<file path="config.mk">
export PLATFORM = sky130hd
export DESIGN_NAME = fb_pix_reader
export DESIGN_NICKNAME = d
export VERILOG_FILES = /design/src/axi_pkg.sv /design/src/pix_pkg.sv /design/src/fb_pix_reader.sv /design/src/sync_fifo.sv
export VERILOG_INCLUDE_DIRS = /design/src
export SDC_FILE = /design/constraint.sdc
export NUM_CORES = 1
export LEC_CHECK = 0
export ABC_AREA = 0
export BUFFER_PORTS_ARGS = -buffer_cell sky130_fd_sc_hd__buf_2
export CORE_ASPECT_RATIO = 0.6
export CORE_MARGIN = 1
export CORE_UTILIZATION = 55
export DETAILED_ROUTE_END_ITERATION = 12
export GPL_TIMING_DRIVEN = 0
export HOLD_SLACK_MARGIN = 0.08
export PLACE_DENSITY = 0.78
export SYNTH_ARGS = -nofsm -noshare
export SYNTH_HDL_FRONTEND = slang
export SYNTH_SLANG_ARGS = --single-unit
</file>
<file path="constraint.sdc">
create_clock -name clk -period 2.78 [get_ports clk]
set_input_delay 0.139 -clock clk [delete_from_list [all_inputs] [get_ports clk]]
set_output_delay 0.139 -clock clk [all_outputs]
set_load 0.05 [all_outputs]
</file>
<file path="src/fb_params.svh">
`ifndef FB_PARAMS_SVH
`define FB_PARAMS_SVH

// raster counter widths
`define H_WIDTH 12
`define V_WIDTH 12

// bits per colour channel, three channels per pixel
`define COLOR_WIDTH 4

// read channel widths
`define AXI_ADDR_WIDTH 16
`define AXI_DATA_WIDTH 16
`define AXI_ID_WIDTH 4

// log2 of the depth of the tag FIFO and the response FIFO
`define FIFO_ADDR_WIDTH 4

// log2 of the number of frame buffer words
`define FB_DEPTH_LOG2 10

`endif
</file>
<file path="src/axi_pkg.sv">
`default_nettype none

`include "fb_params.svh"

package axi_pkg;

  typedef logic [1:0] axi_burst_t;
  typedef logic [2:0] axi_size_t;
  typedef logic [1:0] axi_resp_t;

  typedef logic [`AXI_ADDR_WIDTH-1:0] axi_addr_t;
  typedef logic [`AXI_DATA_WIDTH-1:0] axi_data_t;

  localparam axi_burst_t AXI_BURST_INCR = 2'b01;
  localparam axi_resp_t AXI_RESP_OKAY = 2'b00;

  // size code of a beat that fills the whole data bus
  localparam axi_size_t AXI_SIZE_FULL = axi_size_t'($clog2(`AXI_DATA_WIDTH / 8));

endpackage

`default_nettype wire

</file>
<file path="src/pix_pkg.sv">
`default_nettype none

`include "fb_params.svh"

package pix_pkg;

  import axi_pkg::*;

  // red in the top bits, blue in the bottom bits
  typedef struct packed {
    logic [`COLOR_WIDTH-1:0] red;
    logic [`COLOR_WIDTH-1:0] green;
    logic [`COLOR_WIDTH-1:0] blue;
  } rgb_t;

  // coordinates of one outstanding read, kept until its data returns
  typedef struct packed {
    logic [`H_WIDTH-1:0] x;
    logic [`V_WIDTH-1:0] y;
    axi_addr_t           addr;
  } pix_tag_t;

endpackage

`default_nettype wire

</file>
<file path="src/fb_pix_reader.sv">
`timescale 1ns/10ps
`default_nettype none

`include "fb_params.svh"

module fb_pix_reader
  import axi_pkg::*;
  import pix_pkg::*;
(
  input  logic                     clk,
  input  logic                     rst_n,
  input  logic [`H_WIDTH-1:0]      i_h_visible,
  input  logic [`V_WIDTH-1:0]      i_v_visible,
  output logic                     o_pix_valid,
  output rgb_t                     o_pix_rgb,
  output logic [`H_WIDTH-1:0]      o_pix_x,
  output logic [`V_WIDTH-1:0]      o_pix_y,
  output axi_addr_t                o_pix_addr,
  input  logic                     i_pix_ready,
  output logic                     o_arvalid,
  output logic [`AXI_ID_WIDTH-1:0] o_arid,
  output axi_addr_t                o_araddr,
  output logic [7:0]               o_arlen,
  output axi_size_t                o_arsize,
  output axi_burst_t               o_arburst,
  input  logic                     i_arready,
  input  logic                     i_rvalid,
  input  logic [`AXI_ID_WIDTH-1:0] i_rid,
  input  axi_data_t                i_rdata,
  input  axi_resp_t                i_rresp,
  input  logic                     i_rlast,
  output logic                     o_rready
);

  localparam int PIX_WIDTH = 3 * `COLOR_WIDTH;
  localparam axi_addr_t ADDR_STEP = axi_addr_t'(1 << AXI_SIZE_FULL);

  logic [`H_WIDTH-1:0] x;
  logic [`H_WIDTH-1:0] x_next;
  logic [`V_WIDTH-1:0] y;
  logic [`V_WIDTH-1:0] y_next;
  axi_addr_t           araddr_next;
  logic                arvalid_next;
  logic                ar_accept;
  logic                tag_half_full;
  logic                tag_empty;
  pix_tag_t            tag_in;
  pix_tag_t            tag_out;

  // single-beat full-width reads with one fixed id
  assign o_arid    = '0;
  assign o_arlen   = 8'd0;
  assign o_arsize  = AXI_SIZE_FULL;
  assign o_arburst = AXI_BURST_INCR;

  assign ar_accept = o_arvalid & i_arready;

  // r channel goes straight through to the pixel stream
  assign o_pix_valid = i_rvalid;
  assign o_rready    = i_pix_ready;
  assign o_pix_rgb   = rgb_t'(i_rdata[PIX_WIDTH-1:0]);

  always_comb begin
    // hold a pending request, raise a new one while the tag FIFO has room
    arvalid_next = o_arvalid & ~i_arready;
    if ((!o_arvalid || i_arready) && !tag_half_full) begin
      arvalid_next = 1'b1;
    end
  end

  always_comb begin
    x_next      = x;
    y_next      = y;
    araddr_next = o_araddr;
    if (ar_accept) begin
      araddr_next = o_araddr + ADDR_STEP;
      if (x < i_h_visible - 1'b1) begin
        x_next = x + 1'b1;
      end else begin
        x_next = '0;
        if (y < i_v_visible - 1'b1) begin
          y_next = y + 1'b1;
        end else begin
          // end of frame
          y_next      = '0;
          araddr_next = '0;
        end
      end
    end
  end

  always_ff @(posedge clk) begin
    if (!rst_n) begin
      x         <= '0;
      y         <= '0;
      o_araddr  <= '0;
      o_arvalid <= 1'b0;
    end else begin
      x         <= x_next;
      y         <= y_next;
      o_araddr  <= araddr_next;
      o_arvalid <= arvalid_next;
    end
  end

  always_comb begin
    tag_in.x    = x;
    tag_in.y    = y;
    tag_in.addr = o_araddr;
  end

  sync_fifo #(
    .T_DATA     (pix_tag_t),
    .ADDR_WIDTH (`FIFO_ADDR_WIDTH)
  ) i_tag_fifo (
    .clk         (clk),
    .rst_n       (rst_n),
    .i_push      (ar_accept),
    .i_data      (tag_in),
    .i_pop       (i_rvalid & i_pix_ready),
    .o_data      (tag_out),
    .o_full      (),
    .o_half_full (tag_half_full),
    .o_empty     (tag_empty)
  );

  assign o_pix_x    = tag_out.x;
  assign o_pix_y    = tag_out.y;
  assign o_pix_addr = tag_out.addr;

  a_ar_stable: assert property (@(posedge clk) disable iff (!rst_n)
    o_arvalid && !i_arready |=> o_arvalid && $stable(o_araddr));

  // every returning beat belongs to a tag pushed on an earlier accept
  a_r_matches_tag: assert property (@(posedge clk) disable iff (!rst_n)
    i_rvalid |-> !tag_empty && i_rlast && i_rresp == AXI_RESP_OKAY && i_rid == o_arid);

endmodule

`default_nettype wire

</file>
<file path="src/sync_fifo.sv">
`timescale 1ns/10ps
`default_nettype none

module sync_fifo #(
  parameter type T_DATA = logic [7:0],
  parameter int ADDR_WIDTH = 4
) (
  input  logic  clk,
  input  logic  rst_n,
  input  logic  i_push,
  input  T_DATA i_data,
  input  logic  i_pop,
  output T_DATA o_data,
  output logic  o_full,
  output logic  o_half_full,
  output logic  o_empty
);

  localparam int DEPTH = 1 << ADDR_WIDTH;

  T_DATA mem [DEPTH];

  logic [ADDR_WIDTH-1:0] wr_ptr;
  logic [ADDR_WIDTH-1:0] rd_ptr;
  // one extra bit so that a full buffer is told apart from an empty one
  logic [ADDR_WIDTH:0]   count;

  always_ff @(posedge clk) begin
    if (!rst_n) begin
      wr_ptr <= '0;
      rd_ptr <= '0;
      count  <= '0;
    end else begin
      if (i_push) begin
        wr_ptr <= wr_ptr + 1'b1;
      end
      if (i_pop) begin
        rd_ptr <= rd_ptr + 1'b1;
      end
      case ({i_push, i_pop})
        2'b10:   count <= count + 1'b1;
        2'b01:   count <= count - 1'b1;
        default: count <= count;
      endcase
    end
  end

  always_ff @(posedge clk) begin
    if (i_push) begin
      mem[wr_ptr] <= i_data;
    end
  end

  // oldest entry is always visible
  assign o_data      = mem[rd_ptr];
  assign o_full      = count[ADDR_WIDTH];
  assign o_half_full = count[ADDR_WIDTH] | count[ADDR_WIDTH-1];
  assign o_empty     = (count == '0);

  a_no_overflow: assert property (@(posedge clk) disable iff (!rst_n) i_push |-> !o_full);
  a_no_underflow: assert property (@(posedge clk) disable iff (!rst_n) i_pop |-> !o_empty);

endmodule

`default_nettype wire

</file>
==> flow_metrics.tcl, run 1 <==
set metrics [dict create \
    cp-end-kind "primary output" \
    max_stage_delay_ns 0.52 \
    synthCells 1320 \
    ys_types 55 \
    violations "setup timing" \
    fin_worst_skew_ns 0.0179 \
    clk_latency_ns 0.61 \
    core_sq_um 48400 \
    avgViaCountPerCell 6.29 \
    grt_max_degree 40 \
    wl_microns 64000 \
    avgSynthCellArea_sq_um 20.7 \
    slew_violations 0 \
    nets 1600 \
    cts_tree "built" \
    wl_per_cell_microns 29.1 \
    grt_overflow 0 \
    io_buffers 97 \
    p_leak_nw 10.7 \
    cts.path.max_buffers 3 \
    grt_pass1_vias 14100 \
    final_cells 2198 \
    cts_made_buffers 56 \
    cp_slowest_cell "mux4_2" \
    setup_violations 21 \
    async_flop_share 0 \
    cpMostUsedCell "mux4_2" \
    ios 140 \
    p_sw_frac 0.217 \
    antenna_cells 0 \
    dp.final_hpwl_microns 34700 \
    hold_violations 0 \
    setup_ws_ns -0.0367 \
    cts_root_buf "clkbuf_16" \
    drive_above_1_share 0.354 \
    min_period_over_period 1.01 \
    grt_pass1_wl_microns 92800 \
    die_width_microns 290 \
    clock_power_share 0.395 \
    p_comb_frac 0.069 \
    gp_congestion 0.789 \
    initial_core_util 0.565 \
    htreeDepth 2 \
    r2r_setup_slack_ns 0.03 \
    synth_area_sq_um 27300 \
    ant_nets 0 \
    final_common_cell "edfxtp_1" \
    crit_chain "buf_12, buf_16, mux4_2, mux4_2, buf_2" \
    totalPowerFinal_mw 20.8 \
    rsz0062_at_grt "yes" \
    clk_pin_slew_ns 0.07 \
    max_freq_mhz 355 \
    whs_ns 0.160 \
    drtPass1Iterations 5 \
    ir_drop_v 0.000586 \
    hold_path_class "input pin to flip-flop" \
    antenna_found_initial 0 \
    layout_common_cells "624 x edfxtp_1, 195 x mux4_2, 78 x buf_2" \
    max_cap_viol_count 0 \
    drtIter0Drc 1937 \
    ys_ff_latch 681 \
    cts.sinks 681 \
    p_sw_mw 4.53 \
    required_ns 2.64 \
    fp.dieH_microns 175 \
    p_per_area_nw_per_um2 662 \
    internal-power_mw 16.3 \
    yosysSeqAreaShare 0.727 \
    drcViolationCount 0 \
    cp.arrival_ns 2.68 \
    seqPwrFrac 0.536 \
    critPathLaunchType "flip-flop" \
    die-area_sq_um 50600 \
    run_status "complete, but fails checks" \
    synth_edf_count 624 \
    grt_usage 0.255 \
    path_max_fanout 10 \
    dp_cells 2080 \
    worst_pin_slew_ns 1.07 \
    slew_headroom 0.288 \
    path_class "flip-flop to primary output" \
    period_minus_slack_ns 2.82 \
    vias 13800 \
    area_delta_synth_final_pct 15.1 \
    place_ws_ns -0.719 \
    yosys_warnings 0 \
    synth_ff_type "edfxtp_1" \
    rows 62 \
]
-- registers in the layout, summed over array words and instances, names as in the netlist, named ones only --
name and count:
i_tag_fifo.rd_ptr 4, o_araddr 15, x 12, o_arvalid 1, y 12, i_tag_fifo.count 5, i_tag_fifo.mem 624, i_tag_fifo.wr_ptr 4
-- metal layers --
layer	vias to the layer above	GRT usage	wire (microns)
met4	0	0.0689	1620
met3	128	0.0585	6860
met2	768	0.389	30000
li1	5725	-	-
met1	7213	0.375	25500
met5	-	0	0
-- area by class of cell --
type / instances / area (sq um)
Sequential cell: 681 / 19900
Clock inverter: 38 / 373
Clock buffer: 67 / 1550
Fill cell: 3133 / 16900
Multi-Input combinational cell: 545 / 6960
Inverter: 14 / 55.1
Buffer: 99 / 997
Tap cell: 640 / 801
Timing Repair Buffer: 114 / 843
-- final timing paths --
check	from	to	cells past startpoint
setup reg to reg	o_arvalid	i_tag_fifo.mem[8][6]	5
hold / removal	i_rvalid	flip-flop	4
hold reg to reg	i_tag_fifo.count[4]	i_tag_fifo.count[4]	2
setup / recovery	flip-flop	o_pix_y[3]	5
-- cells by family (layout without fill, tap and decap cells) --
logic type,after synthesis,count (layout),synth area share
XOR/XNOR,58,58,0.0186
other,2,19,0.000275
multiplexers,195,195,0.161
adder cells (fa/ha/maj),37,37,0.0172
buffers and inverters,115,332,0.0244
flip-flops,681,681,0.727
AND/OR/NAND/NOR,175,179,0.0356
AO/OA/AOI/OAI,57,57,0.0162
-- synth_stat cells, drive strengths merged, types with 2 or more instances --
| library cell | instances | area [sq um] |
|---|---|---|
| nor3 | 9 | 45.0 |
| a21bo | 3 | 30.0 |
| a21boi | 6 | 45.1 |
| xor2 | 25 | 219 |
| nand2 | 37 | 139 |
| buf | 73 | 509 |
| a2111oi | 3 | 45.1 |
| xnor2 | 33 | 289 |
| nand3 | 12 | 60.1 |
| mux4 | 195 | 4390 |
| o21ai | 8 | 43.8 |
| a211oi | 5 | 52.6 |
| and4 | 4 | 35.0 |
| nand2b | 2 | 12.5 |
| conb | 2 | 7.51 |
| and3b | 3 | 26.3 |
| clkbuf | 28 | 105 |
| a21o | 7 | 52.6 |
| nor2 | 45 | 244 |
| dfxtp | 57 | 1140 |
| nand4 | 12 | 75.1 |
| ha | 36 | 450 |
| nor3b | 2 | 20.0 |
| nand3b | 5 | 37.5 |
| a32o | 3 | 30.0 |
| a21oi | 13 | 68.8 |
| inv | 14 | 52.6 |
| and2 | 26 | 163 |
| o211ai | 2 | 15.0 |
| nor4 | 4 | 25.0 |
| and3 | 8 | 50.1 |
| nor2b | 3 | 18.8 |
| or4 | 2 | 15.0 |
| edfxtp | 624 | 18700 |
-- through the flow --
step                utilization  cell area (sq um)  setup TNS (ns)
floorplan                     -              27400               0
global placement          0.593              28700         -376.73
detailed placement        0.596              28900         -171.99
CTS                       0.646              31300         -0.0127
global route              0.650              31500           -1.95
finish                    0.650              31500          -0.230
-- power groups by stage --
stage	sequential, mW	combinational [mW]	clock [mW]
after floorplan	11.4	0.953	0
after global placement	11.4	1.26	0
after detailed placement	11.4	1.28	0
after CTS	11.2	1.40	8.28
after global routing	11.2	1.51	8.69
final	11.2	1.44	8.23
-- what timing repair did --
action,CTS,global route
resized for setup,153,47
pin swaps,4,1
setup buffers,1,2
hold buffers,4,0
cloned,5,3
endpoints found under the setup margin,390,318
hold endpoints to repair,5,0
-- worst max-delay path, delay by kind of cell (launching register included) --
kind	cells	cell delay (ns)
buffers and inverters	3	0.60
muxes	2	1.03
DFF	1	0.43
Power figures use the tool's default switching activity.
==> run 2, diff against run 1 <==
Settings changed: CORE_UTILIZATION 55 to 50, CTS_CLUSTER_SIZE set to 10, PLACE_DENSITY 0.78 to 0.72.
==> run 2 against run 1 <==
The run now ends clean. Sequential power is essentially flat. First-iteration DRC count shrank 13%. Non-clock buffer count shrank 2. Sequential share of layout area shrank 0.91 points. Maximum frequency grew 1.6%. Critical path type unchanged. Critical endpoint is now o_pix_x[1].
==> flow_metrics.tcl, run 2 (synthesized netlist as in run 1, its figures left out) <==
set metrics [dict create \
    internal-power_mw 17.1 \
    fin_worst_skew_ns 0.0159 \
    p_comb_frac 0.067 \
    placed_area_sq_um 28900 \
    rows 65 \
    drtIter0Drc 1677 \
    wl_per_cell_microns 27.3 \
    layout_common_cells "624 x edfxtp_1, 195 x mux4_2, 84 x clkbuf_16" \
    crit_chain "clkbuf_16, buf_16, mux4_2, mux4_2, buf_6" \
    p_leak_nw 10.9 \
    htreeDepth 3 \
    drcViolationCount 0 \
    path_max_fanout 10 \
    initial_core_util 0.513 \
    reg_top3 "i_tag_fifo.mem: 624 flops, o_araddr: 15 flops" \
    cpMostUsedCell "mux4_2" \
    cts.sinks 681 \
    min_period_over_period 0.997 \
    drive_above_1_share 0.342 \
    fp.dieH_microns 183 \
    nets 1616 \
    fillCellCount 3708 \
    hold_path_class "input pin to flip-flop" \
    rsz0062_at_grt "yes" \
    max_cap_viol_count 0 \
    path_delay_family "multiplexers" \
    vias 13600 \
    p_per_area_nw_per_um2 685 \
    grt_overflow 0 \
    ir_drop_v 0.000437 \
    required_ns 2.64 \
    antenna_found_initial 1 \
    final_common_cell "edfxtp_1" \
    finalInstanceArea_sq_um 31900 \
    setup_violations 0 \
    max_stage_delay_ns 0.54 \
    p_sw_frac 0.218 \
    hold_violations 0 \
    run_status "complete, no violations" \
    path_class "flip-flop to primary output" \
    area_delta_synth_final_pct 16.8 \
    cp-end-kind "primary output" \
    io_buffers 97 \
    antenna_cells 0 \
    core_sq_um 53300 \
    totalPowerFinal_mw 21.9 \
    seqPwrFrac 0.511 \
    cp.arrival_ns 2.63 \
    max_freq_mhz 361 \
    cts.path.max_buffers 3 \
    clk_pin_slew_ns 0.05 \
    grt_max_degree 40 \
    die-area_sq_um 55600 \
    cp_slowest_cell "mux4_2" \
    worst_pin_slew_ns 0.976 \
    ios 140 \
    gp_congestion 0.763 \
    grt_pass1_vias 13600 \
    largest_register "i_tag_fifo.mem" \
    timing.critical_path.buf_inv 3 \
    grt_usage 0.228 \
    die_width_microns 304 \
    largest_register_ffs 624 \
    cts_root_buf "clkbuf_16" \
    critPathLaunchType "flip-flop" \
    slew_headroom 0.349 \
    period_minus_slack_ns 2.77 \
    p_sw_mw 4.77 \
    dp.final_hpwl_microns 35100 \
    cts_tree "built" \
    wl_microns 62300 \
    clock_power_share 0.422 \
    grt_pass1_wl_microns 90600 \
    drtPass1Iterations 5 \
    avgViaCountPerCell 5.97 \
    ant_nets 0 \
    clk_latency_ns 0.60 \
    cts_made_buffers 78 \
    slew_violations 0 \
]
## run 2: final timing paths
check	end	depth (start not counted)	slack, ns	from
worst max-delay path	o_pix_x[1]	5	0.008	flip-flop
worst min-delay path	flip-flop	4	0.14	i_rvalid
worst max register to register	y[10]	9	0.11	y[2]
worst min register to register	i_tag_fifo.count[4]	2	0.55	i_tag_fifo.count[4]
## run 2: metal layers
layer  track usage  wire length [microns]
met1         0.340                  27800
met2         0.341                  28400
met3        0.0533                   4780
met4        0.0573                   1300
met5             0                      0
## run 2: power by group through the flow
stage | Combinational (mW) | Sequential [mW] | Clock (mW)
6_report | 1.47 | 11.2 | 9.24
5_1_grt | 1.55 | 11.2 | 9.77
4_1_cts | 1.41 | 11.2 | 9.36
3_5_place_dp | 1.28 | 11.4 | 0
3_3_place_gp | 1.27 | 11.4 | 0
2_1_floorplan | 0.953 | 11.4 | 0
## run 2: layout make-up
class	instances	area, sq um	area share
well taps	703	880	0.0275
flip-flops and latches	681	19900	0.623
inverters	14	55.1	0.00172
clock buffers	126	2200	0.0687
clock inverters	5	43.8	0.00137
repair buffers	112	910	0.0285
multi-input cells	541	6910	0.216
plain buffers	99	1040	0.0326
## run 2: worst min-delay path: stages
cell	delay (ns)
buf_2	0.10
nand2_1	0.18
xnor2_1	0.12
and2_1	0.15
## run 2: timing repair
action | 4_1_cts | 5_1_grt
gates cloned | 1 | 1
pin swaps | 0 | 1
setup buffers | 3 | 0
endpoints found under the setup margin | 390 | 283
resized for setup | 164 | 88
endpoints found under the hold margin | 6 | 0
hold buffers | 4 | 0
## run 2: metrics by stage
| step | hold slack [ns] | util | setup WS, ns | setup TNS, ns | cells |
|---|---|---|---|---|---|
| final | 0.135 | 0.600 | 0.00831 | 0 | 2281 |
| after detailed placement | 0.504 | 0.543 | -0.677 | -182.47 | 2143 |
| after global routing | 0.135 | 0.600 | -0.0562 | -0.888 | 2281 |
| after CTS | 0.110 | 0.596 | -0.00537 | -0.00537 | 2280 |
| after floorplan | 0.313 | - | 0.0413 | 0 | 1337 |
| after global placement | 0.486 | 0.540 | -0.770 | -418.43 | 2137 |
==> run 3, diff against run 2 <==
Settings changed: CTS_CLUSTER_DIAMETER set to 80, REMOVE_ABC_BUFFERS set to 1, SYNTH_HIERARCHICAL set to 1.
==> run 3 against run 2 <==
Cell area up 1.1%. Routed wire length up 2.1%. Sequential share of layout area up 0.78 points. Combinational power up 20%. Non-clock buffer count down 69. Synthesized cell count up 9.5%. Synthesized area up 1.7%. Count of clock-buffer cells in the layout up 2. Via count up 5.2%. Maximum frequency up 1.7%. Global-route usage up 0.27 points. Highest routed layer unchanged.
==> flow_metrics.tcl, run 3 <==
set metrics [dict create \
    run_status "complete, no violations" \
    rr_worst_depth 8 \
    path_max_fanout 7 \
    die-area_sq_um 56600 \
    final_common_cell "edfxtp_1" \
    reg_top3 "i_tag_fifo/mem: 640 flops, o_araddr: 15 flops" \
    seqPwrFrac 0.512 \
    place_ws_ns -1.05 \
    initial_core_util 0.509 \
    r2r_setup_slack_ns 0.16 \
    ir_drop_v 0.000396 \
    min_path_cells 3 \
    dp_cells 2237 \
    cts_made_buffers 79 \
    grt_usage 0.230 \
    drtPass1Iterations 5 \
    layout_common_cells "640 x edfxtp_1, 160 x mux4_2, 84 x clkbuf_16" \
    cts_root_buf "clkbuf_16" \
    hold_path_class "input pin to flip-flop" \
    p_sw_frac 0.224 \
    nets 1696 \
    drive_above_1_share 0.276 \
    grt_pass1_wl_microns 94500 \
    grt_overflow 0 \
    worst_pin_slew_ns 0.909 \
    core_sq_um 54600 \
    setup_violations 0 \
    path_class "flip-flop to primary output" \
    cp.arrival_ns 2.59 \
    p_sw_mw 5.12 \
    largest_register "i_tag_fifo/mem" \
    vias 14300 \
    final_cells 2407 \
    clock_power_share 0.410 \
    area_delta_synth_final_pct 16.2 \
    drtIter0Drc 1761 \
    p_per_area_nw_per_um2 707 \
    fin_worst_skew_ns 0.0175 \
    clk_pin_slew_ns 0.06 \
    antenna_cells 0 \
    p_comb_frac 0.078 \
    p_leak_nw 10.8 \
    avgSynthCellArea_sq_um 19.2 \
    hold_path_end "y[1]" \
    grt_max_degree 57 \
    gp_congestion 0.734 \
    slew_headroom 0.394 \
    fillCellCount 3831 \
    clk_latency_ns 0.59 \
    cts_tree "built" \
    max_freq_mhz 367 \
    synthCells 1446 \
    setup_ws_ns 0.0537 \
    avgViaCountPerCell 5.95 \
    cts.sinks 697 \
    drcViolationCount 0 \
    critPathLaunchType "flip-flop" \
    wl_microns 63700 \
    timing.rr.end "y[3]" \
    synth_area_sq_um 27800 \
    internal-power_mw 17.7 \
    rows 66 \
    rsz0062_at_grt "yes" \
    r2r_start "y[5]" \
    yosys_warnings 6 \
    fp.dieH_microns 185 \
    cp-end-kind "primary output" \
    dp.final_hpwl_microns 33400 \
    grt_pass1_vias 14700 \
    max_cap_viol_count 0 \
    cts.path.max_buffers 3 \
    htreeDepth 3 \
    ios 140 \
    antenna_found_initial 0 \
    ant_nets 0 \
    largest_register_ffs 640 \
    min_period_over_period 0.981 \
    required_ns 2.64 \
    period_minus_slack_ns 2.73 \
    slew_violations 0 \
    hold_start "rst_n" \
    hold_violations 0 \
    wl_per_cell_microns 26.5 \
    io_buffers 86 \
    die_width_microns 306 \
]
## run 3: metrics by stage
stage | area, sq um | power, mW | utilization | hold WS, ns | setup TNS, ns
after floorplan | 27300 | 13.1 | - | 0.261 | -354.32
after global placement | 28700 | 13.6 | 0.526 | 0.279 | -1395.33
after detailed placement | 29200 | 13.5 | 0.535 | 0.279 | -227.81
after CTS | 32100 | 22.9 | 0.587 | 0.156 | -0.113
after global routing | 32300 | 23.5 | 0.592 | 0.210 | -0.0457
final | 32300 | 22.8 | 0.592 | 0.192 | 0
## run 3: power by group through the flow
stage          Combinational (mW)  Clock, mW  Sequential (mW)
6_report                     1.77       9.36             11.7
5_1_grt                      1.89       9.90             11.7
4_1_cts                      1.75       9.48             11.7
3_5_place_dp                 1.56          0             11.9
3_3_place_gp                 1.52          0             12.0
2_1_floorplan                1.11          0             12.0
## run 3: repair_timing
item,in CTS,in global routing
setup endpoints to repair,709,100
hold endpoints to repair,4,0
cloned,11,1
resized for setup,35,33
pin swaps,2,2
setup buffers,11,14
hold buffers,1,0
## run 3: worst max-delay path by stage
stage,startpoint,endpoint,slack (ns),depth (start not counted)
after global placement,flip-flop,o_pix_x[7],-8.30,4
final,flip-flop,o_pix_addr[2],0.05,7
after floorplan,flip-flop,o_pix_x[10],-5.13,3
after detailed placement,i_h_visible[5],y[8],-1.05,12
after global routing,flip-flop,o_pix_x[9],-0.01,8
after CTS,flip-flop,o_pix_addr[0],-0.03,7
## run 3: worst max-delay path, stage by stage, from the launching register on
cell	delay, ns
dfxtp_4	0.41
buf_16	0.17
buf_16	0.15
buf_12	0.14
mux4_2	0.50
a22oi_1	0.21
nand2_1	0.15
buf_2	0.25
## run 3: layout make-up
cell class | count | area, sq um | share of cell area
tap | 748 | 936 | 0.0290
multi-input combinational | 673 | 7120 | 0.220
clock inverter | 4 | 31.3 | 0.000968
timing repair inverter | 1 | 5.00 | 0.000155
timing repair buffer | 142 | 1530 | 0.0474
sequential | 697 | 20400 | 0.631
clock buffer | 128 | 2250 | 0.0695
inverter | 14 | 56.3 | 0.00174
## run 3: routing by layer
layer	vias up	wire length, microns	global-route usage
li1	6151	-	-
met1	7467	27600	0.338
met2	618	29900	0.358
met3	91	5100	0.0477
met4	0	1080	0.0524
met5	-	0	0
